**src/source/conv_pkg.sv**
```systemverilog
`default_nettype none

package conv_pkg;

	// default frame size.
	localparam int IMG_WIDTH_DEFAULT = 32;
	localparam int IMG_HEIGHT_DEFAULT = 32;

	localparam int KERNEL_SIZE = 3;

	localparam int PIXEL_W = 8;
	localparam int WEIGHT_W = 8;

	// one product of a 9-bit zero-extended pixel and an 8-bit weight.
	localparam int MAC_W = 18;

	// sum of nine products after the four-stage adder tree.
	localparam int RESULT_W = 22;

	typedef logic signed [WEIGHT_W-1:0] weight_t;

	// row 0 is the top row, column 0 is the leftmost column.
	typedef weight_t [0:KERNEL_SIZE-1][0:KERNEL_SIZE-1] kernel_t;

	localparam kernel_t SOBEL_X = '{
		'{ 8'sd1, 8'sd0, -8'sd1},
		'{ 8'sd2, 8'sd0, -8'sd2},
		'{ 8'sd1, 8'sd0, -8'sd1}
	};

	localparam kernel_t SOBEL_Y = '{
		'{ 8'sd1,  8'sd2,  8'sd1},
		'{ 8'sd0,  8'sd0,  8'sd0},
		'{-8'sd1, -8'sd2, -8'sd1}
	};

endpackage

`default_nettype wire
```
**src/source/result_queue.sv**
```systemverilog
`timescale 1ns/1ps
`default_nettype none

module result_queue #(
	parameter int IMG_WIDTH  = conv_pkg::IMG_WIDTH_DEFAULT,
	parameter int IMG_HEIGHT = conv_pkg::IMG_HEIGHT_DEFAULT
) (
	input  logic                                 clk,
	input  logic                                 rst,
	input  logic                                 push,
	input  logic [$clog2((IMG_WIDTH-2)*(IMG_HEIGHT-2))-1:0] push_index,
	input  logic signed [conv_pkg::RESULT_W-1:0] push_result,
	input  logic                                 pop,
	output logic                                 not_empty,
	output logic [$clog2((IMG_WIDTH-2)*(IMG_HEIGHT-2))-1:0] head_index,
	output logic signed [conv_pkg::RESULT_W-1:0] head_result
);

	localparam int IDX_W = $clog2((IMG_WIDTH-2)*(IMG_HEIGHT-2));

	logic [IDX_W-1:0]                  idx_mem [0:1];
	logic signed [conv_pkg::RESULT_W-1:0] res_mem [0:1];
	logic                              wr_ptr;
	logic                              rd_ptr;
	logic [1:0]                        count;

	always_ff @(posedge clk) begin
		if (push) begin
			idx_mem[wr_ptr] <= push_index;
			res_mem[wr_ptr] <= push_result;
		end
	end

	always_ff @(posedge clk) begin
		if (rst) begin
			wr_ptr <= 1'b0;
			rd_ptr <= 1'b0;
			count <= '0;
		end else begin
			if (push) begin
				wr_ptr <= ~wr_ptr;
			end
			if (pop) begin
				rd_ptr <= ~rd_ptr;
			end
			// simultaneous push and pop leave the count unchanged.
			case ({push, pop})
				2'b10:   count <= count + 1'b1;
				2'b01:   count <= count - 1'b1;
				default: count <= count;
			endcase
		end
	end

	assign not_empty = (count != 2'd0);
	assign head_index = idx_mem[rd_ptr];
	assign head_result = res_mem[rd_ptr];

endmodule

`default_nettype wire

```
**config.mk**
```make
export PLATFORM = sky130hd
export DESIGN_NAME = result_queue
export DESIGN_NICKNAME = d
export VERILOG_FILES = /design/src/source/conv_pkg.sv /design/src/source/result_queue.sv
export SDC_FILE = /design/constraint.sdc
export NUM_CORES = 1
export LEC_CHECK = 0
export BUFFER_PORTS_ARGS = -buffer_cell sky130_fd_sc_hd__buf_2
export CORE_UTILIZATION = 55
export DETAILED_ROUTE_END_ITERATION = 8
export PLACE_DENSITY = 0.83
export RECOVER_POWER = 100
export SLEW_MARGIN = 0
export SYNTH_ARGS = -nofsm -noshare
export SYNTH_HDL_FRONTEND = slang
export SYNTH_SLANG_ARGS = --single-unit
export TNS_END_PERCENT = 1
```
**constraint.sdc**
```tcl
create_clock -name clk -period 3.47 [get_ports clk]
set_input_delay 0.694 -clock clk [delete_from_list [all_inputs] [get_ports clk]]
set_output_delay 0.694 -clock clk [all_outputs]
set_load 0.01 [all_outputs]
```
==> out/results.ini <==
[layout]
nets=235
stdcell_count=255
fin_util_pct=69.0
areaGrowthSynthToFinish_pct=19.8
drive_gt1_share_pct=33.0
antennaDiodeCount=0

[pwr]
vdd_ir_drop_max_uv=410
clock_power_share_pct=31.7
intPower_mw=1.33
finalPower_mw=1.71
leakage_nw=1.04
power_density_nw_per_um2=569
p_comb_share_pct=10.4
switchingPower_mw=0.383
p_seq_share_pct=57.9
power_switching_share_pct=22.4

[clock_network]
hold_buffers=0
cts_tree=yes
h-tree-depth=3
postCtsSetupBuffers=0
postCtsResizedCells=0
cts.sinks=69
numCtsBuffers=9
clk-insertion-delay-late_ps=330
cts_root_buffer=clkbuf_8
clockBufferDepth=2
path_clk_slew_ps=70

[critical_path]
setup.worst_path.end_class=output pin
worst-setup-path-type=reg -> out
start_kind=flop
arrival_ps=2030
reg2reg_from=wr_ptr
worst-r2r-cell-count=2
worstReg2RegEnd=res_mem[1][3]
reg2reg_setup_slack_ps=1270
worstPathMaxFanout=20
cp.required_ps=2780

[hold_path]
min_to=count[1]
hold_class=reg -> reg
min_path_cells=2
min_from=count[1]

[sta]
hold_slack_ps=500
tightest_slew_ps=1760
period_share_pct=78.6
drv_slew=66
skew_ps=4.52
fmax_ghz=0.367
hold_viol=0
slew_headroom_pct=-17.2
setup_tns_ps=0
setup_viol=0
rsz0062_at_grt=false
period_minus_slack_ps=2730

[grt]
grt_pass1_wl_um=6580
grt_overflow=0
grt_start_max_net_pins=33
grt_pass1_vias=1443
grt_use_total_pct=18.7
antenna_found_initial=0

[drt]
drt-vias-per-instance=5.08
dr_wl_met3_um=185
dr.first_iter.drc_count=47
drc=0
dr.pass1.iters=4
vias=1295
ant_nets=0
dr_wl_met2_um=2210
wire_per_inst_um=16.0
drt-met1-wl_um=1610
highest_layer=met4
routed_wl_um=4090

[placed_design]
gp_congestion=0.657
dp_hpwl_um=2780
numPortBuffers=68
dp.cells=239

[synth]
synth_area_um2=2510
synth_ff_type=edfxtp_1
ys_async_sr_fraction_pct=0
synth_warnings=0
synth-edff-count=64
ys_ff_latch=69
yosysUniqueCellTypes=16
yosys-top-cells-count=edfxtp_1, mux2_2, dfxtp_1, nor2_1
synth_cells=121
syn_area_per_cell_um2=20.7
syn-num-nets=158
synthTopCellsByArea=edfxtp_1, mux2_2, dfxtp_1
synth_most_common_cell=edfxtp_1
synth_area_leader_cell=edfxtp_1
seq_area_frac_synth_pct=80.6
yosysTopAreaCellShare_pct=76.6

[die]
chipHeight_um=69.5
io_pins=69
core-area_um2=4350
start_util_pct=57.6
die_x_um=69.5
dieArea_um2=4830
row_count=24

[flow_run]
cap_violations=2

[outcome]
status=complete, but fails checks
violations=capacitance limit, slew limit

critical path: stages, from the launching register on:
cell and delay, ps:
dfxtp_1 640, clkbuf_2 520, mux2_2 400, clkbuf_1 130
sequential cells by signal (all words and copies together) (netlist names), named ones only:
| name | cells |
|---|---|
| count | 2 |
| idx_mem | 20 |
| rd_ptr | 1 |
| res_mem | 44 |
| wr_ptr | 1 |
cell usage in the layout (no fill, tap or decap), types with 2 or more instances in the layout:
cell | synthesis | layout
edfxtp_1 | 64 | 64
clkbuf_1 | 1 | 51
mux2_2 | 30 | 30
buf_2 | 0 | 22
clkbuf_8 | 0 | 10
dfxtp_1 | 5 | 5
nor2_1 | 5 | 4
xnor2_1 | 3 | 3
mux2_1 | 2 | 2
clkinv_2 | 0 | 2
area by class of cell:
cell class	instances	area, µm²
inverters	1	3.75
clock buffers	14	153
repair buffers	70	292
fillers	311	1350
multi-input cells	47	458
flip-flops and latches	69	2020
well taps	52	65.1
clock inverters	2	10.0
through the flow:
step / cell area (µm²) / worst slack [ps]
4_1_cts: 3070 / 863
3_5_place_dp: 2910 / 1230
5_1_grt: 3000 / 591
6_report: 3000 / 742
2_1_floorplan: 2510 / 949
3_3_place_gp: 2910 / 1270
worst max-delay path by stage:
| stage | startpoint | to | slack (ps) | depth (start not counted) |
|---|---|---|---|---|
| after global routing | flop | head_result[3] | 590 | 3 |
| after detailed placement | flop | head_result[21] | 1230 | 3 |
| after floorplan | push | idx_mem[0][0] | 950 | 2 |
| after CTS | flop | head_result[11] | 860 | 3 |
| after global placement | flop | head_index[6] | 1270 | 3 |
| final | flop | head_index[6] | 740 | 3 |
per-layer routing:
layer  vias to the layer above  global-route usage, %
met5                         -                      0
met4                         0                   12.2
met3                         8                   5.09
met2                        36                   32.5
met1                       628                   19.8
li1                        623                      -
cells by family after synthesis:
| group | Yosys count | share of synthesized area (%) |
|---|---|---|
| AO/OA/AOI/OAI | 2 | 0.399 |
| adder cells (fa/ha/maj) | 1 | 0.499 |
| XOR/XNOR | 4 | 1.40 |
| multiplexers | 32 | 14.4 |
| flip-flops | 69 | 80.6 |
| buffers and inverters | 5 | 1.20 |
| AND/OR/NAND/NOR | 8 | 1.50 |
power by group through the flow:
stage                     registers, mW  logic (mW)  clock network [mW]
final                             0.989       0.178               0.542
after global placement             1.00       0.189                   0
after CTS                         0.989       0.196               0.555
after floorplan                   0.996       0.120                   0
after detailed placement           1.01       0.195                   0
after global routing              0.994       0.193               0.587
(Power assumes the default switching activity.)
