===== src/source/conv_pkg.sv =====
`default_nettype none

package conv_pkg;

	// default frame size.
	localparam int IMG_WIDTH_DEFAULT = 32;
	localparam int IMG_HEIGHT_DEFAULT = 32;

	localparam int KERNEL_SIZE = 3;

	localparam int PIXEL_W = 8;
	localparam int WEIGHT_W = 8;

	// one product of a 9-bit zero-extended pixel and an 8-bit weight.
	localparam int MAC_W = 18;

	// sum of nine products after the four-stage adder tree.
	localparam int RESULT_W = 22;

	typedef logic signed [WEIGHT_W-1:0] weight_t;

	// row 0 is the top row, column 0 is the leftmost column.
	typedef weight_t [0:KERNEL_SIZE-1][0:KERNEL_SIZE-1] kernel_t;

	localparam kernel_t SOBEL_X = '{
		'{ 8'sd1, 8'sd0, -8'sd1},
		'{ 8'sd2, 8'sd0, -8'sd2},
		'{ 8'sd1, 8'sd0, -8'sd1}
	};

	localparam kernel_t SOBEL_Y = '{
		'{ 8'sd1,  8'sd2,  8'sd1},
		'{ 8'sd0,  8'sd0,  8'sd0},
		'{-8'sd1, -8'sd2, -8'sd1}
	};

endpackage

`default_nettype wire

===== src/source/write_arbiter.sv =====
`timescale 1ns/1ps
`default_nettype none

module write_arbiter #(
	parameter int IMG_WIDTH  = conv_pkg::IMG_WIDTH_DEFAULT,
	parameter int IMG_HEIGHT = conv_pkg::IMG_HEIGHT_DEFAULT
) (
	input  logic                                 clk,
	input  logic                                 rst,
	input  logic                                 not_empty_x,
	input  logic                                 not_empty_y,
	input  logic [$clog2((IMG_WIDTH-2)*(IMG_HEIGHT-2))-1:0] head_index_x,
	input  logic [$clog2((IMG_WIDTH-2)*(IMG_HEIGHT-2))-1:0] head_index_y,
	input  logic signed [conv_pkg::RESULT_W-1:0] head_result_x,
	input  logic signed [conv_pkg::RESULT_W-1:0] head_result_y,
	input  logic                                 done_x,
	input  logic                                 done_y,
	output logic                                 pop_x,
	output logic                                 pop_y,
	output logic                                 wr_en,
	output logic [$clog2((IMG_WIDTH-2)*(IMG_HEIGHT-2)):0] wr_addr,
	output logic signed [conv_pkg::RESULT_W-1:0] wr_data,
	output logic                                 frame_done
);

	logic last_y;
	logic done_seen_x;
	logic done_seen_y;
	logic finish;

	// x wins a conflict when y was granted last.
	assign pop_x = not_empty_x && (!not_empty_y || last_y);
	assign pop_y = not_empty_y && !pop_x;

	assign wr_en = pop_x || pop_y;
	assign wr_addr = pop_y ? {1'b1, head_index_y} : {1'b0, head_index_x};
	assign wr_data = pop_y ? head_result_y : head_result_x;

	always_ff @(posedge clk) begin
		if (rst) begin
			last_y <= 1'b0;
		end else if (wr_en) begin
			last_y <= pop_y;
		end
	end

	// both engines finished and every result is in memory.
	assign finish = done_seen_x && done_seen_y && !not_empty_x && !not_empty_y;

	always_ff @(posedge clk) begin
		if (rst || finish) begin
			done_seen_x <= 1'b0;
			done_seen_y <= 1'b0;
		end else begin
			done_seen_x <= done_seen_x || done_x;
			done_seen_y <= done_seen_y || done_y;
		end
	end

	always_ff @(posedge clk) begin
		if (rst) begin
			frame_done <= 1'b0;
		end else begin
			frame_done <= finish;
		end
	end

endmodule

`default_nettype wire


===== config.mk =====
export PLATFORM = sky130hd
export DESIGN_NAME = write_arbiter
export DESIGN_NICKNAME = d
export VERILOG_FILES = /design/src/source/conv_pkg.sv /design/src/source/write_arbiter.sv
export SDC_FILE = /design/constraint.sdc
export NUM_CORES = 1
export LEC_CHECK = 0
export ABC_CLOCK_PERIOD_IN_PS = 2800
export BUFFER_PORTS_ARGS = -buffer_cell sky130_fd_sc_hd__buf_2
export CAP_MARGIN = 30
export CORE_MARGIN = 10
export CORE_UTILIZATION = 27
export DETAILED_ROUTE_END_ITERATION = 16
export PLACE_DENSITY_LB_ADDON = 0.1
export SETUP_SLACK_MARGIN = 0.15
export SYNTH_ARGS = -nofsm -noshare
export SYNTH_HDL_FRONTEND = slang
export SYNTH_SLANG_ARGS = --single-unit

===== constraint.sdc =====
create_clock -name clk -period 2.8 [get_ports clk]
set_input_delay 0.84 -clock clk [delete_from_list [all_inputs] [get_ports clk]]
set_output_delay 0.84 -clock clk [all_outputs]
set_load 0.1 [all_outputs]

==> summary.md, run 1 <==
| Metric | Value |
|---|---|
| Outcome | stopped before the end |
| Stopped at | clock tree synthesis (4_1_cts) |
| Err | [ERROR DPL-0033] detailed placement checks failed during check placement. |
| Top Ports | 107 |
| Synth Net Count | 122 |
| Dpl cells | 185 |
| GPL Wtd Cong | 0.788 |
| Cts hold-fix bufs | 0 |
| Root buffer cell | clkbuf_4 |
| Post-CTS Resized | 37 |
| CTS Buf Count | 3 |
| Post-synthesis sequential area ratio | 0.141 |
| Die Y | 65.9 µm |
| Hpwl dp | 3210 µm |
| Syn avg cell area | 10.9 µm² |
| Mapped Area | 569 µm² |
| Die W | 65.9 µm |
| Number of port buffers | 106 |
| H-tree levels | 1 |
| Synthesized instance count | 52 |
| Max Root-Sink Buffers | 2 |
| Yosys cell types | 14 |
| Initial Util | 0.287 |
| Synth warn | 0 |
| Number of synthesized register bits | 4 |
| Clock sink total | 4 |
| # Post-CTS Setup Buffers | 3 |
| Cell Rows | 16 |
synthesized netlist by cell type, drive strengths merged:
| master | instances | area, µm² |
|---|---|---|
| dfxtp | 4 | 80.1 |
| nor2 | 3 | 11.3 |
| or2 | 1 | 6.26 |
| buf | 4 | 41.3 |
| nor3 | 2 | 10.0 |
| a21boi | 2 | 26.3 |
| nor4bb | 1 | 10.0 |
| and4bb | 1 | 12.5 |
| mux2 | 32 | 360 |
| inv | 1 | 3.75 |
| a211oi | 1 | 7.51 |
logic make-up after synthesis:
kind of cell | after synthesis | share of synthesized area
multiplexers | 32 | 0.633
AND/OR/NAND/NOR | 8 | 0.0879
AO/OA/AOI/OAI | 3 | 0.0594
flip-flops | 4 | 0.141
buffers and inverters | 5 | 0.0791
through the flow:
step	setup WS [ps]	utilization	area (µm²)	setup TNS, ps
floorplan	-14.2	-	573	-128
global placement	56.2	0.846	1680	0
detailed placement	37.5	0.846	1680	0
==> run 2, diff against run 1 <==
- CORE_AREA: unset -> 10 10 71 73
- CORE_MARGIN: 10 -> unset
- CORE_UTILIZATION: 27 -> unset
- DIE_AREA: unset -> 0 0 81 83
- PLACE_DENSITY_LB_ADDON: 0.1 -> 0.15
- SETUP_SLACK_MARGIN: 0.15 -> unset
==> run 2 against run 1 <==
The flow now finishes without violations. Synthesized area did not move. Synthesized cell count did not move.
==> summary.md, run 2 <==
| Metric | Value |
|---|---|
| Iteration-0 DRC Markers | 15 |
| Global-route wire length before repair | 4960 µm |
| Most common cell after layout, fill and taps aside | buf_2 |
| Total Wirelength | 3360 µm |
| Max IR drop VDD | 0.471 mV |
| Post-synth top area share | 0.613 (unchanged) |
| CTS Buf Count | 3 (unchanged) |
| Critical path's most frequent cell | buf_12 |
| Post-synthesis sequential area ratio | 0.141 (unchanged) |
| Outcome | finished, final reports clean (was stopped before the end) |
| TritonCTS clock tree | built |
| Via Count | 852 |
| Reg clk slew, reported paths | 30 ps |
| Tcrit/Tclk final | 0.982 |
| R2R Path Start | done_seen_y |
| H-tree levels | 1 (unchanged) |
| Initial Util | 0.157 (was 0.287) |
| Mapped Area | 569 µm² (unchanged) |
| Placed Instance Area | 1700 µm² (was 1680 µm²) |
| R2R setup slack | 2020 ps |
| Nets | 235 |
| Area Growth Syn to Fin | 210% |
| Critical Path, Cell by Cell | buf_2 -> a21boi_4 -> buf_12 -> mux2_2 -> buf_12 |
| GPL Wtd Cong | 0.740 (was 0.788) |
| Tot Pwr | 0.854 mW |
| Critical path buffer and inverter count | 3 |
| Synth warn | 0 (unchanged) |
| Post-Place Worst Slack | -7.53 ps (was 37.5 ps) |
| Final Hold Viols | 0 |
| Number of flops mapped to enable cells by yosys | 0 (unchanged) |
| Yosys cell types | 14 (unchanged) |
| Hold Path Sink | frame_done |
| Worst Path Max Fanout | 18 |
| Most common library cells after synthesis | 31 x mux2_2, 4 x dfxtp_1, 3 x buf_6, 3 x nor2_1, 2 x nor3_1 (unchanged) |
| Crit. End Element | primary output |
| ANT nets after route | 0 |
| Syn avg cell area | 10.9 µm² (unchanged) |
| Share of cells above drive strength 1 | 0.926 |
| Antenna violations before repair | 0 |
| Drt wl/cell | 15.9 µm |
| DRC viols | 0 |
| Worst rel slew slack | 0.673 |
| Setup Skew | 2.69 ps |
| Most frequent cells in the layout | 71 x buf_2, 37 x buf_12, 31 x mux2_2, 4 x dfxtp_1, 4 x buf_4 |
| Max Root-Sink Buffers | 2 (unchanged) |
| Drt pass-1 iters | 4 |
| Root buffer cell | clkbuf_8 (was clkbuf_4) |
| Post-synth ARST share | 0 (unchanged) |
| Core area | 3630 µm² |
| Worst Path Arrival | 1910 ps |
| CP max stage delay | 380 ps |
| Final TNS setup | 0 ps |
| Number of port buffers | 106 (unchanged) |
| Max Slew Vio Count | 0 |
| Largest net degree at the start of global routing | 19 |
| Number of synthesized register bits | 4 (unchanged) |
| Post-layout min period | 2750 ps |
| R2r worst-path depth | 2 |
| Post-route insts no fill | 211 |
| LEAKAGE | 0.863 nW |
| Total global routing overflow | 0 |
| Die Y | 83 µm (was 65.9 µm) |
| Post-route design area | 1760 µm² |
| Final worst setup slack | 49.9 ps |
| Vias per inst | 4.04 |
| Hold Startpoint | done_seen_x |
| Pwr/cell area | 484 nW/µm² |
| Final setup fails | 0 |
| Most common cell in the synthesized netlist | mux2_2 (unchanged) |
| Die area | 6720 µm² |
| Slew at the pin closest to its max-slew limit | 494 ps |
| Cell Rows | 22 (was 16) |
| Synthesized instance count | 52 (unchanged) |
| Hpwl dp | 3110 µm (was 3210 µm) |
| Max-cap violations | 0 |
| Clock latency on the worst-skew pair | 210 ps |
| Critical-path top delay cell | mux2_2 |
| Hold crit path type | flop to flop |
| Fin Hold WS | 466 ps |
| Synth Net Count | 122 (unchanged) |
| Ant. Diodes | 0 |
| GR Util All Layers | 0.0911 |
| Critical Path Source Type | primary input |
| CP required | 1960 ps |
| Hold Crit Depth | 1 |
| Dpl cells | 206 (was 185) |
| Setup CP Type | primary input to primary output |
| Top Ports | 107 (unchanged) |
| Die W | 81 µm (was 65.9 µm) |
| Top Family by Delay on Critical Path | buffers and inverters |
| Reg-to-reg endpoint | done_seen_y |
| Cts hold-fix bufs | 0 (unchanged) |
| Core Util, Final | 0.485 |
| Vias in the first global route | 933 |
| Achievable Freq | 364 MHz |
| RSZ-0062 raised after global routing | yes |
| Top post-synthesis cells by area | mux2_2 61%, dfxtp_1 14%, buf_6 5.9% (unchanged) |
| Top_reg_cell synth | dfxtp_1 (unchanged) |
| Yosys top cell by area | mux2_2 (unchanged) |
| Clock sink total | 4 (unchanged) |
-- run 2: cell counts after synthesis --
Identical to the previous run, type by type.
-- run 2: cell type report --
| cell class | count | area, µm² |
|---|---|---|
| repair buffers | 112 | 1130 |
| multi-input cells | 43 | 452 |
| clock buffers | 3 | 41.3 |
| inverters | 1 | 3.75 |
| flip-flops and latches | 4 | 80.1 |
| fillers | 345 | 1870 |
| well taps | 48 | 60.1 |
-- run 2: where the power goes --
part / switching, mW / total [mW] / internal, mW
combinational: 0.416 / 0.671 / 0.256
clock: 0.0269 / 0.118 / 0.0914
sequential: 0.00305 / 0.0640 / 0.0610
-- run 2: how the worst max path moves through the flow --
stage / start / end / slack [ps] / cells past startpoint
floorplan: not_empty_y / wr_data[11] / -10 / 3
global placement: not_empty_x / wr_data[9] / 40 / 5
detailed placement: not_empty_x / wr_data[9] / -8 / 5
CTS: not_empty_x / wr_data[9] / 20 / 5
global route: not_empty_x / wr_data[13] / -2 / 5
finish: not_empty_x / wr_data[13] / 50 / 5
-- run 2: routing by layer --
layer	share of wire	wire, µm	global-route usage
met5	0	0	0
met4	0.010	34	0.0172
met3	0.16	535	0.0517
met2	0.51	1730	0.165
met1	0.32	1060	0.0862
-- run 2: what timing repair did --
action,in CTS,in global routing
resized for setup,0,1
endpoints found under the hold margin,0,0
endpoints found under the setup margin,2,10
buffers inserted,1,1
pin swaps,1,0
-- run 2: kinds of logic after synthesis --
group / share of synthesized area
and+or+nand+nor: 0.0879
DFF: 0.141
AOI/OAI and AO/OA: 0.0594
buffers and inverters: 0.0791
muxes: 0.633
No activity file was read; power rests on OpenSTA's default activity.
==> run 3, diff against run 2 <==
- PLACE_DENSITY_LB_ADDON: 0.15 -> unset
==> run 3 against run 2 <==
Global-route usage increased by 1.1 points. Sequential cell count unchanged. Core utilization decreased by 0.76 points. Register-to-register slack about the same. First-iteration DRC count decreased by 47%. Cell count decreased by 0.95%. Maximum frequency decreased by 0.55%. Via count increased by 2.9%. Worst hold slack got worse by 0.64 ps. Cell area decreased by 1.6%. Sequential power about the same. Clock skew about the same.
==> summary.md, run 3 (synthesis results as in run 2) <==
| Metric | Value |
|---|---|
| Clock latency on the worst-skew pair | 210 ps (about the same) |
| Largest net degree at the start of global routing | 25 (was 19) |
| CTS Buf Count | 3 (unchanged) |
| Initial Util | 0.157 (unchanged) |
| Pwr/cell area | 491 nW/µm² (was 484 nW/µm²) |
| Die Y | 83 µm (unchanged) |
| Hold Startpoint | done_seen_x (unchanged) |
| Hold Path Sink | frame_done (unchanged) |
| CP max stage delay | 390 ps (was 380 ps) |
| Fill count | 336 (was 345) |
| TritonCTS clock tree | built (unchanged) |
| Reg clk slew, reported paths | 30 ps (about the same) |
| Final Hold Viols | 0 (unchanged) |
| Vias per inst | 4.20 (was 4.04) |
| H-tree levels | 1 (unchanged) |
| Share of cells above drive strength 1 | 0.925 (was 0.926) |
| Critical-path top delay cell | mux2_2 (unchanged) |
| Max-cap violations | 0 (unchanged) |
| Clock sink total | 4 (unchanged) |
| Crit. End Element | primary output (unchanged) |
| R2R Path Start | done_seen_y (unchanged) |
| Area Growth Syn to Fin | 205% (was 210%) |
| Hold Crit Depth | 1 (unchanged) |
| Max IR drop VDD | 0.336 mV (was 0.471 mV) |
| Slew at the pin closest to its max-slew limit | 493 ps (was 494 ps) |
| Most common cell after layout, fill and taps aside | buf_2 (unchanged) |
| DRC viols | 0 (unchanged) |
| Worst Path Max Fanout | 24 (was 18) |
| Most frequent cells in the layout | 71 x buf_2, 36 x buf_12, 31 x mux2_2, 4 x dfxtp_1 (was 71 x buf_2, 37 x buf_12, 31 x mux2_2, 4 x dfxtp_1, 4 x buf_4) |
| Die area | 6720 µm² (unchanged) |
| Drt pass-1 iters | 2 (was 4) |
| Dpl cells | 206 (unchanged) |
| Drt wl/cell | 17.9 µm (was 15.9 µm) |
| Setup Skew | 3.06 ps (was 2.69 ps) |
| Post-layout min period | 2770 ps (was 2750 ps) |
| ANT nets after route | 0 (unchanged) |
| Critical Path Source Type | primary input (unchanged) |
| Worst rel slew slack | 0.673 (about the same) |
| CP required | 1960 ps (about the same) |
| Nets | 233 (was 235) |
| Tcrit/Tclk final | 0.988 (was 0.982) |
| Top Ports | 107 (unchanged) |
| Iteration-0 DRC Markers | 8 (was 15) |
| Post-route insts no fill | 209 (was 211) |
| Vias in the first global route | 1015 (was 933) |
| Reg-to-reg endpoint | done_seen_y (unchanged) |
| Root buffer cell | clkbuf_8 (unchanged) |
| Worst Path Arrival | 1930 ps (was 1910 ps) |
| Total global routing overflow | 0 (unchanged) |
| GR Util All Layers | 0.103 (was 0.0911) |
| Critical path's most frequent cell | buf_12 (unchanged) |
| Global-route wire length before repair | 5510 µm (was 4960 µm) |
| Core area | 3630 µm² (unchanged) |
| Max Root-Sink Buffers | 2 (unchanged) |
| Outcome | finished, final reports clean (unchanged) |
| Critical Path, Cell by Cell | buf_2 -> a21boi_4 -> buf_12 -> mux2_2 -> buf_12 (unchanged) |
| Hold crit path type | flop to flop (unchanged) |
| LEAKAGE | 0.848 nW (was 0.863 nW) |
| GPL Wtd Cong | 0.840 (was 0.740) |
| Die W | 81 µm (unchanged) |
| Setup CP Type | primary input to primary output (unchanged) |
| Number of port buffers | 106 (unchanged) |
| RSZ-0062 raised after global routing | yes (unchanged) |
| Max Slew Vio Count | 0 (unchanged) |
| Final setup fails | 0 (unchanged) |
| Final worst setup slack | 34.8 ps (was 49.9 ps) |
| Total Wirelength | 3750 µm (was 3360 µm) |
| Achievable Freq | 362 MHz (was 364 MHz) |
| Ant. Diodes | 0 (unchanged) |
| Post-Place Worst Slack | 29.5 ps (was -7.53 ps) |
| R2R setup slack | 2030 ps (was 2020 ps) |
| Antenna violations before repair | 0 (unchanged) |
| Via Count | 877 (was 852) |
| Fin Hold WS | 465 ps (was 466 ps) |
| R2r worst-path depth | 2 (unchanged) |
| Cell Rows | 22 (unchanged) |
run 3: cell count changes in the layout (fill, tap and decap cells not counted), sizes merged:
cell  change
buf       -2
run 3: what timing repair did:
item | 4_1_cts | 5_1_grt
setup endpoints to repair | 0 | 8
setup buffers | 0 | 0
gates resized for setup | 0 | 1
hold endpoints to repair | 0 | 0
hold buffers | 0 | 0
run 3: worst max-delay path, delay by kind of cell:
kind	cells	cell delay, ps
buffers and inverters	3	500
AOI/OAI and AO/OA	1	180
muxes	1	390
run 3: stage by stage:
step                 util  TNS, ps  total power, mW  cell area, µm²
floorplan               -     -128            0.472             573
global placement    0.465        0            0.737            1690
detailed placement  0.465        0            0.738            1690
CTS                 0.477        0            0.861            1730
global route        0.478    -33.5            0.884            1740
finish              0.478        0            0.853            1740
run 3: worst max path at each step:
stage	start	depth (start not counted)	to	slack, ps
after floorplan	not_empty_y	3	wr_data[11]	-10
after global placement	not_empty_x	5	wr_data[21]	40
after detailed placement	not_empty_x	5	wr_data[18]	30
after CTS	not_empty_x	5	wr_data[18]	20
after global routing	not_empty_y	5	wr_data[20]	-10
final	not_empty_x	5	wr_data[20]	30
run 3: area by class of cell:
| class | count | area [µm²] | area share |
|---|---|---|---|
| clock buffers | 3 | 41.3 | 0.0238 |
| inverters | 1 | 3.75 | 0.00216 |
| multi-input cells | 43 | 452 | 0.260 |
| flip-flops and latches | 4 | 80.1 | 0.0461 |
| well taps | 48 | 60.1 | 0.0346 |
| repair buffers | 110 | 1100 | 0.633 |
run 3: power breakdown:
part | internal (mW) | switching [mW]
logic | 0.251 | 0.420
registers | 0.0610 | 0.00298
clock network | 0.0914 | 0.0272
run 3: metal layers:
layer / part of all wire / vias up / routed length (µm) / track usage
li1: - / 412 / - / -
met1: 0.37 / 378 / 1370 / 0.109
met2: 0.38 / 87 / 1420 / 0.143
met3: 0.26 / 0 / 963 / 0.107
met4: 0 / 0 / 0 / 0.00939
met5: 0 / - / 0 / 0
