`src/source/conv_pkg.sv`:
```
`default_nettype none

package conv_pkg;

	// default frame size.
	localparam int IMG_WIDTH_DEFAULT = 32;
	localparam int IMG_HEIGHT_DEFAULT = 32;

	localparam int KERNEL_SIZE = 3;

	localparam int PIXEL_W = 8;
	localparam int WEIGHT_W = 8;

	// one product of a 9-bit zero-extended pixel and an 8-bit weight.
	localparam int MAC_W = 18;

	// sum of nine products after the four-stage adder tree.
	localparam int RESULT_W = 22;

	typedef logic signed [WEIGHT_W-1:0] weight_t;

	// row 0 is the top row, column 0 is the leftmost column.
	typedef weight_t [0:KERNEL_SIZE-1][0:KERNEL_SIZE-1] kernel_t;

	localparam kernel_t SOBEL_X = '{
		'{ 8'sd1, 8'sd0, -8'sd1},
		'{ 8'sd2, 8'sd0, -8'sd2},
		'{ 8'sd1, 8'sd0, -8'sd1}
	};

	localparam kernel_t SOBEL_Y = '{
		'{ 8'sd1,  8'sd2,  8'sd1},
		'{ 8'sd0,  8'sd0,  8'sd0},
		'{-8'sd1, -8'sd2, -8'sd1}
	};

endpackage

`default_nettype wire
```
`src/source/conv_engine_2d.sv`:
```
`timescale 1ns/1ps
`default_nettype none

module conv_engine_2d #(
	parameter int               IMG_WIDTH  = conv_pkg::IMG_WIDTH_DEFAULT,
	parameter int               IMG_HEIGHT = conv_pkg::IMG_HEIGHT_DEFAULT,
	parameter conv_pkg::kernel_t KERNEL    = conv_pkg::SOBEL_X
) (
	input  logic                                  clk,
	input  logic                                  rst,
	input  logic                                  start,
	input  logic [conv_pkg::PIXEL_W-1:0]          pixel_in,
	input  logic                                  pixel_valid,
	output logic signed [conv_pkg::RESULT_W-1:0]  result_out,
	output logic [$clog2((IMG_WIDTH-2)*(IMG_HEIGHT-2))-1:0] result_index,
	output logic                                  result_valid,
	output logic                                  done
);

	localparam int K = conv_pkg::KERNEL_SIZE;
	localparam int IDX_W = $clog2((IMG_WIDTH-2)*(IMG_HEIGHT-2));
	localparam int X_W = $clog2(IMG_WIDTH);
	localparam int Y_W = $clog2(IMG_HEIGHT);
	localparam int MW = conv_pkg::MAC_W;
	// window load, multiply and four adder stages.
	localparam int LAT = 6;
	localparam logic [X_W-1:0] X_LAST = X_W'(IMG_WIDTH-1);
	localparam logic [Y_W-1:0] Y_LAST = Y_W'(IMG_HEIGHT-1);

	typedef enum logic [1:0] {IDLE, PROCESSING, DRAIN, DONE} state_t;

	state_t state, next_state;

	logic [conv_pkg::PIXEL_W-1:0] line_buf1 [0:IMG_WIDTH-1];
	logic [conv_pkg::PIXEL_W-1:0] line_buf2 [0:IMG_WIDTH-1];
	logic [conv_pkg::PIXEL_W-1:0] window [0:K-1][0:K-1];

	logic signed [MW-1:0] mac_out [0:K-1][0:K-1];
	logic signed [MW:0]   sum_s1 [0:4];
	logic signed [MW+1:0] sum_s2 [0:2];
	logic signed [MW+2:0] sum_s3 [0:1];
	logic signed [conv_pkg::RESULT_W-1:0] final_sum;

	logic [X_W-1:0]   cnt_x;
	logic [Y_W-1:0]   cnt_y;
	logic [2:0]       drain_cnt;
	logic [IDX_W-1:0] idx_cnt;
	logic             accept;
	logic             last_pixel;
	logic             valid_in;
	logic [LAT-1:0]   valid_pipe;
	logic [IDX_W-1:0] idx_pipe [0:LAT-1];

	assign accept = pixel_valid && (state == PROCESSING);
	assign last_pixel = accept && (cnt_x == X_LAST) && (cnt_y == Y_LAST);
	// a full window exists once the lower-right pixel is at x >= 2 and y >= 2.
	assign valid_in = accept && (cnt_x >= X_W'(2)) && (cnt_y >= Y_W'(2));

	for (genvar i = 0; i < K; i++) begin : g_row
		for (genvar j = 0; j < K; j++) begin : g_col
			compute_unit u_mac (
				.clk      (clk),
				.rst      (rst),
				.pixel_a  (window[i][j]),
				.weight_b (KERNEL[i][j]),
				.sum_out  (mac_out[i][j])
			);
		end
	end

	// column 2 of the window takes the newest pixel and the two rows above it.
	always_ff @(posedge clk) begin
		if (accept) begin
			line_buf2[cnt_x] <= line_buf1[cnt_x];
			line_buf1[cnt_x] <= pixel_in;
			for (int r = 0; r < K; r++) begin
				window[r][0] <= window[r][1];
				window[r][1] <= window[r][2];
			end
			window[0][2] <= line_buf2[cnt_x];
			window[1][2] <= line_buf1[cnt_x];
			window[2][2] <= pixel_in;
		end
	end

	always_ff @(posedge clk) begin
		sum_s1[0] <= mac_out[0][0] + mac_out[0][1];
		sum_s1[1] <= mac_out[0][2] + mac_out[1][0];
		sum_s1[2] <= mac_out[1][1] + mac_out[1][2];
		sum_s1[3] <= mac_out[2][0] + mac_out[2][1];
		sum_s1[4] <= mac_out[2][2];
		sum_s2[0] <= sum_s1[0] + sum_s1[1];
		sum_s2[1] <= sum_s1[2] + sum_s1[3];
		sum_s2[2] <= sum_s1[4];
		sum_s3[0] <= sum_s2[0] + sum_s2[1];
		sum_s3[1] <= sum_s2[2];
		final_sum <= sum_s3[0] + sum_s3[1];
	end

	always_ff @(posedge clk) begin
		if (rst) begin
			state <= IDLE;
		end else begin
			state <= next_state;
		end
	end

	always_comb begin
		next_state = state;
		case (state)
			IDLE:       if (start) next_state = PROCESSING;
			PROCESSING: if (last_pixel) next_state = DRAIN;
			DRAIN:      if (drain_cnt == 3'd4) next_state = DONE;
			DONE:       next_state = IDLE;
			default:    next_state = IDLE;
		endcase
	end

	always_ff @(posedge clk) begin
		if (rst || state == IDLE) begin
			cnt_x <= '0;
			cnt_y <= '0;
			idx_cnt <= '0;
		end else if (accept) begin
			if (cnt_x == X_LAST) begin
				cnt_x <= '0;
				cnt_y <= cnt_y + 1'b1;
			end else begin
				cnt_x <= cnt_x + 1'b1;
			end
			if (valid_in) begin
				idx_cnt <= idx_cnt + 1'b1;
			end
		end
	end

	always_ff @(posedge clk) begin
		if (rst || state != DRAIN) begin
			drain_cnt <= '0;
		end else begin
			drain_cnt <= drain_cnt + 1'b1;
		end
	end

	// index rides beside the valid bit through the pipeline.
	always_ff @(posedge clk) begin
		if (rst) begin
			valid_pipe <= '0;
		end else begin
			valid_pipe <= {valid_pipe[LAT-2:0], valid_in};
		end
		idx_pipe[0] <= idx_cnt;
		for (int s = 1; s < LAT; s++) begin
			idx_pipe[s] <= idx_pipe[s-1];
		end
	end

	assign result_out = final_sum;
	assign result_valid = valid_pipe[LAT-1];
	assign result_index = idx_pipe[LAT-1];
	assign done = (state == DONE);

endmodule

`default_nettype wire

```
`src/source/compute_unit.sv`:
```
`timescale 1ns/1ps
`default_nettype none

module compute_unit (
	input  logic                                clk,
	input  logic                                rst,
	input  logic        [conv_pkg::PIXEL_W-1:0]  pixel_a,
	input  logic signed [conv_pkg::WEIGHT_W-1:0] weight_b,
	output logic signed [conv_pkg::MAC_W-1:0]    sum_out
);

	logic signed [conv_pkg::PIXEL_W:0] pixel_s;

	// pixels are unsigned, so add a zero sign bit.
	assign pixel_s = $signed({1'b0, pixel_a});

	always_ff @(posedge clk) begin
		if (rst) begin
			sum_out <= '0;
		end else begin
			sum_out <= pixel_s * weight_b;
		end
	end

endmodule

`default_nettype wire

```
`config.mk`:
```
export PLATFORM = sky130hd
export DESIGN_NAME = conv_engine_2d
export DESIGN_NICKNAME = d
export VERILOG_FILES = /design/src/source/conv_pkg.sv /design/src/source/conv_engine_2d.sv /design/src/source/compute_unit.sv
export SDC_FILE = /design/constraint.sdc
export NUM_CORES = 1
export LEC_CHECK = 0
export ABC_AREA = 1
export BUFFER_PORTS_ARGS = -buffer_cell sky130_fd_sc_hd__buf_4
export CAP_MARGIN = 20
export CELL_PAD_IN_SITES_DETAIL_PLACEMENT = 0
export CELL_PAD_IN_SITES_GLOBAL_PLACEMENT = 1
export CORE_MARGIN = 1
export CORE_UTILIZATION = 50
export CTS_CLUSTER_DIAMETER = 150
export DETAILED_ROUTE_END_ITERATION = 10
export PLACE_DENSITY_LB_ADDON = 0.25
export SYNTH_ARGS = -nofsm -noshare
export SYNTH_HDL_FRONTEND = slang
export SYNTH_SLANG_ARGS = --single-unit
```
`constraint.sdc`:
```
create_clock -name clk -period 8.88 [get_ports clk]
set_input_delay 0.888 -clock clk [delete_from_list [all_inputs] [get_ports clk]]
set_output_delay 0.888 -clock clk [all_outputs]
set_load 0.02 [all_outputs]
```
==> results.md, run 1 <==
- Post-DP Area: 0.0372 sq mm
- Startpoint types: flop
- Nets: 3,587
- Bufs and invs on worst path: 2
- Worst Hold Class: flop to flop
- Die width: 271 um
- Leading cell type in the layout, fill and taps excluded: nand2_1
- Vias per cell: 5.27
- Critical path's largest stage delay: 0.82 ns
- Final Setup Violations: 0
- GP Congestion: 0.848
- Largest net degree at the start of global routing: 143
- Max_cap viols: 0
- Final min period: 4.23 ns
- Final setup margin: 4.65 ns
- Highest clock rate: around 0.24 GHz
- Diode count: 0
- Synth unique cells: 37
- Clock network power share: 35.5%
- Pins over their slew limit: 0
- Post-CTS resize count: 0
- Peak VDD IR: 0.173 mV
- Power after layout: about 11 mW
- Yosys warning total: 0
- Wire per inst: 18.6 um
- First-pass GRT wire length: 130,000 um
- Setup bufs post-CTS: 0
- Initial DRC Count: 1,745
- Skew-Pair Late Insertion Delay: ~0.65 ns
- Cell area after layout: 0.0404 sq mm
- # fillers: 6,047
- RSZ-0062 raised after global routing: false
- Area of the mapped netlist: 0.0362 sq mm
- Rel. slew slack: roughly 27%
- Power Internal: 7.91 mW
- Synth Register Bits: around 900
- Initial antenna violation count: 2
- Clk sink count: roughly 930
- Net Sw Power: 3.08 mW
- Final Hold Viols: 0
- Sequential area share after synthesis: between 60% and 70%
- Cells along the critical path: buf_4 > buf_4 > nand2_1 > nand3_1 > nand3_1 > nand2_1 > nand2_1 > nand2_1 > nand2_1 > nand2_1
- WL final: 83,800 um
- Htree depth: 3
- Worst EP arrival: 4.51 ns
- Synth top area share: 48.5%
- Via count: 23,764
- Clk_skew: about 0.026 ns
- Synth area leaders: edfxtp_1 (48%), dfxtp_1 (19%), nand2_1 (12%)
- Clk root buf: clkbuf_16
- Total negative setup slack: 0 ns
- # hold bufs at CTS: 0
- Tcrit/Tclk final: 47.7%
- Core area: 0.0715 sq mm
- Sw Share: 28.0%
- DP Worst Slack: 4.76 ns
- Longest Clk Path Bufs: 3
- Critical path class: flop to flop
- Final hold slack: 0.319 ns
- Fraction of layout cells with a size suffix above 1: between 7 and 8%
- Area grow syn2layout: 11.6%
- Worst EP required: about 9.2 ns
- Util after Layout: 56.5%
- Detail Placement HPWL: 50,500 um
- CTS tree: built
- Clk slew on worst S/H paths: 0.06 ns
- Commonest cells after routing, fill and taps aside: nand2_1 (1,132), edfxtp_1 (584), nand3_1 (469), dfxtp_1 (340), inv_1 (229)
- Final instance count without filler cells: 4,512
- Worst Tran Pin Value: 1.09 ns
- Power Density: approximately 270 mW/mm^2
- Total leakage power: 16.5 nW
- Worst path slowest cell: nand2_1
- Worst path top cell family by delay: simple AND/OR/NAND/NOR gates
- Vias in the first global route: around 23,000
- CTS buffer count: 95
- DRC: 0
- GR Util All Layers: 22.9%
- Outcome: finished, final reports clean
- Syn Area/Cell: approximately 11 sq um
- # IOs: 46
- Inst Count DP: 4,336
- Row count: 98
- Area of the die: 0.0734 sq mm
- Port bufs: 45
- Post-synth top area cell: edfxtp_1
- First-pass iteration count of the detailed router: 6
- Die H: 271 um
- Crit-path most repeated cell: nand2_1
- Total grt overflow: 0
- Cells after synthesis: 3,413
- Final ANT Viol Nets: 0
- Comb pwr share: 17.3%
- Initial Utilization: 50.6%
- Critical path fanouts, max: 78
- Synth Net Count: 3,515
- Seq pwr share: between 40% and 50%
- Worst setup EP type: flop
==> logic make-up (layout without fill, tap and decap cells) <==
group / after synthesis / count (layout) / synth area share (%)
simple gates: 1861 / 1861 / 21.3
flops: 927 / 927 / 67.5
buf+inv: 354 / 503 / 4.79
compound gates: 126 / 126 / 1.83
fa+ha+maj: 90 / 90 / 3.22
xor+xnor: 55 / 55 / 1.33
==> synthesized netlist by cell type, drive strengths merged <==
cell type,instances
a21boi,1
a21o,2
a21oi,79
a31oi,2
and2,5
and3,1
buf,106
clkbuf,13
clkinv,1
dfxtp,343
edfxtp,584
fa,5
ha,85
inv,234
nand2,1133
nand3,470
nand3b,7
nand4,19
nor2,191
nor3,30
nor4,1
o21a,1
o21ai,35
o21bai,6
or2,4
xnor2,8
xor2,47
==> flip-flops by register name, indices dropped and copies added (netlist names), 3 cells and up, named ones only <==
| name | count |
|---|---|
| drain_cnt | 3 |
| g_row.g_col.u_mac.sum_out | 69 |
| idx_cnt | 10 |
| valid_pipe | 6 |
| sum_s3 | 36 |
| idx_pipe | 60 |
| line_buf1 | 256 |
| result_out | 22 |
| line_buf2 | 256 |
| sum_s1 | 65 |
| cnt_y | 5 |
| window | 72 |
| sum_s2 | 55 |
| cnt_x | 5 |
==> worst register-to-register path, stage by stage (launching register included) <==
cell and delay [ns]:
dfxtp_4 0.69, buf_4 0.76, buf_4 0.84, nand2_1 0.15, nand3_1 0.13, nand3_1 0.12
nand2_1 0.11, nand2_1 0.06, nand2_1 0.09, nand2_1 0.09, nand2_1 0.82
==> worst paths after layout <==
path	cells past startpoint	slack, ns	start	endpoint
worst max-delay path	10	4.65	flop	line_buf2[12][3]
worst min register to register	0	0.32	g_row[1].g_col[2].u_mac.sum_out[3]	sum_s1[0][41]
worst max register to register	10	4.65	flop	line_buf2[12][3]
worst min-delay path	0	0.32	g_row[1].g_col[2].u_mac.sum_out[3]	sum_s1[0][41]
==> power groups by stage <==
| stage | registers [mW] | logic (mW) | clock network (mW) |
|---|---|---|---|
| floorplan | 5.28 | 1.30 | 0 |
| global placement | 5.28 | 1.87 | 0 |
| detailed placement | 5.29 | 1.89 | 0 |
| CTS | 5.20 | 1.91 | 3.97 |
| global route | 5.22 | 2.15 | 4.14 |
| finish | 5.19 | 1.90 | 3.90 |
==> per-layer routing <==
metal | up-vias | wire length, um | global-route usage [%]
met5 | - | 12 | 0
met4 | 2 | 3000 | 10.3
met3 | 171 | 4930 | 3.08
met2 | 723 | 41300 | 39.6
met1 | 11349 | 34500 | 28.7
li1 | 11519 | - | -
==> cell type report <==
type / instances / area [sq um] / area share (%)
flip-flops and latches: 927 / 24400 / 60.5
multi-input cells: 2132 / 10000 / 24.8
clock buffers: 113 / 2510 / 6.21
well taps: 950 / 1190 / 2.94
inverters: 235 / 895 / 2.22
repair buffers: 94 / 746 / 1.85
clock inverters: 61 / 591 / 1.46
(Power assumes the default switching activity.)
==> run 2: changes to the inputs <==
--- a/config.mk
+++ b/config.mk
@@ -11,7 +11,7 @@
 export CELL_PAD_IN_SITES_DETAIL_PLACEMENT = 0
 export CELL_PAD_IN_SITES_GLOBAL_PLACEMENT = 1
 export CORE_MARGIN = 1
-export CORE_UTILIZATION = 50
+export CORE_UTILIZATION = 46
 export CTS_CLUSTER_DIAMETER = 150
 export DETAILED_ROUTE_END_ITERATION = 10
 export PLACE_DENSITY_LB_ADDON = 0.25
==> constraint.sdc (replaced) <==
create_clock -name clk -period 3.7 [get_ports clk]
set_input_delay 0.37 -clock clk [delete_from_list [all_inputs] [get_ports clk]]
set_output_delay 0.37 -clock clk [all_outputs]
set_load 0.02 [all_outputs]
==> results.md, run 2 (same netlist as run 1, synthesis figures left out) <==
- Crit path to: line_buf2[6][5]
- GRT busiest layer: met2
- Inst Count DP: ~4,500
- Worst EP required: 4.06 ns
- Final hold slack: 0.0967 ns
- Worst path top cell family by delay: simple AND/OR/NAND/NOR gates
- Clk sink count: roughly 900
- Tcrit/Tclk final: 76.3%
- Hold Path Stages: 2
- Rel. slew slack: approximately 32%
- Max_cap viols: 0
- Clk_skew: approximately 0.032 ns
- Bufs and invs on worst path: 3
- Die width: 282 um
- Total leakage power: around 17 nW
- Fraction of layout cells with a size suffix above 1: 7.86%
- Htree depth: 3
- # fillers: 6,916
- GRT met3 Usage: under 10%
- Via count: 23,490
- Final Hold Viols: 0
- R2R depth: 10
- Commonest cells after routing, fill and taps aside: nand2_1 (1,132), edfxtp_1 (584), nand3_1 (469), dfxtp_1 (340), inv_1 (229)
- GP Congestion: 0.866
- Die H: 282 um
- Wire per inst: approximately 18 um
- Largest net degree at the start of global routing: approximately 130
- Power after layout: 26.5 mW
- CTS tree: built
- Initial DRC Count: 1,790
- Peak VDD IR: 0.386 mV
- Largest registers: line_buf1: 256 flops, line_buf2: 256 flops, window: 72 flops
- Critical path's largest stage delay: about 0.4 ns
- Startpoint types: flop
- GR Util met2: 36.5%
- Clk root buf: clkbuf_16
- Critical path class: flop to flop
- Initial Utilization: between 40% and 50%
- WL final: 83,400 um
- Initial antenna violation count: 3
- Area grow syn2layout: 12.7%
- Setup bufs post-CTS: 0
- Worst Hold Class: input port to flop
- R2r setup slk: 0.88 ns
- Worst setup EP type: flop
- Worst path slowest cell: buf_4
- Worst reg2reg endpoint: line_buf2[6][5]
- Post-CTS resize count: 0
- Skew-Pair Late Insertion Delay: 0.65 ns
- First-pass iteration count of the detailed router: 6
- Total grt overflow: 0
- Crit-path most repeated cell: nand2_1
- Power Density: ~650 mW/mm^2
- # hold bufs at CTS: 0
- Vias per cell: between 5 and 6
- Port bufs: 45
- Highest clock rate: around 0.35 GHz
- Routing usage on met1: 27.7%
- Clk slew on worst S/H paths: 0.06 ns
- GR Util All Layers: 21.5%
- First-pass GRT wire length: around 130,000 um
- Worst Tran Pin Value: between 1 and 1.5 ns
- Final min period: 2.82 ns
- Longest Clk Path Bufs: 3
- Final instance count without filler cells: approximately 4,600
- Total negative setup slack: 0 ns
- Diode count: 0
- Outcome: finished, final reports clean
- Stages on the worst setup path: 10
- Final Setup Violations: 0
- Area of the die: approximately 0.08 sq mm
- RSZ-0062 raised after global routing: false
- # IOs: 46
- Worst EP arrival: 3.18 ns
- DRC: 0
- Row count: 102
- Core area: 0.0776 sq mm
- Nets: 3,610
- CTS buffer count: 96
- Detail Placement HPWL: 51,100 um
- Cells along the critical path: inv_4 > buf_4 > nand3_1 > nand3_1 > nand2_1 > nand2_1 > nand2_1 > nand2_1 > nand2_1 > buf_4
- Vias in the first global route: about 23,000
- Leading cell type in the layout, fill and taps excluded: nand2_1
- Critical path fanouts, max: 35
- Pins over their slew limit: 0
- Final ANT Viol Nets: 0
[run 2: changes by cell type in the layout (fill, tap and decap cells not counted), moves of 3 or more]
cell,delta
clkbuf_16,+4
clkinv_2,-6
buf_4,+18
buf_12,+6
bufinv_16,-3
clkinvlp_4,+4
clkbuf_1,+3
[run 2: layout make-up]
class | instances | area (sq um) | area share (%)
well taps | 1040 | 1300 | 3.19
inverters | 235 | 891 | 2.19
repair buffers | 116 | 958 | 2.35
clock buffers | 121 | 2630 | 6.46
clock inverters | 58 | 528 | 1.30
multi-input cells | 2132 | 10000 | 24.6
flip-flops and latches | 927 | 24400 | 59.9
[run 2: where the power goes]
group	leakage, nW	internal, mW	total (mW)	switching (mW)
logic	6.93	1.46	4.67	3.21
clock network	1.54	5.50	9.46	3.96
registers	8.11	12.1	12.4	0.319
total	16.6	19.0	26.5	7.49
[run 2: metrics by stage]
stage	instance area [sq um]	worst slack [ns]	utilization (%)
CTS	40700	0.917	52.5
global route	40700	0.711	52.5
detailed placement	37600	0.943	48.4
finish	40700	0.877	52.5
floorplan	36200	0.0616	-
global placement	37600	0.898	48.4
[run 2: routing by layer]
layer	share of wire, %	up-vias
li1	-	11585
met1	42	11071
met2	48	683
met3	5.9	151
met4	3.2	0
met5	0	-
[run 2: worst min-delay path by stage]
| stage | from | endpoint | slack, ns |
|---|---|---|---|
| floorplan | idx_pipe[0][0] | idx_pipe[1][0] | 0.31 |
| global placement | g_row[2].g_col[0].u_mac.sum_out[7] | sum_s1[0][64] | 0.31 |
| detailed placement | idx_pipe[1][1] | idx_pipe[2][1] | 0.31 |
| CTS | rst | g_row[2].g_col[0].u_mac.sum_out[6] | 0.06 |
| global route | rst | g_row[2].g_col[0].u_mac.sum_out[5] | 0.09 |
| finish | rst | g_row[2].g_col[0].u_mac.sum_out[6] | 0.1 |
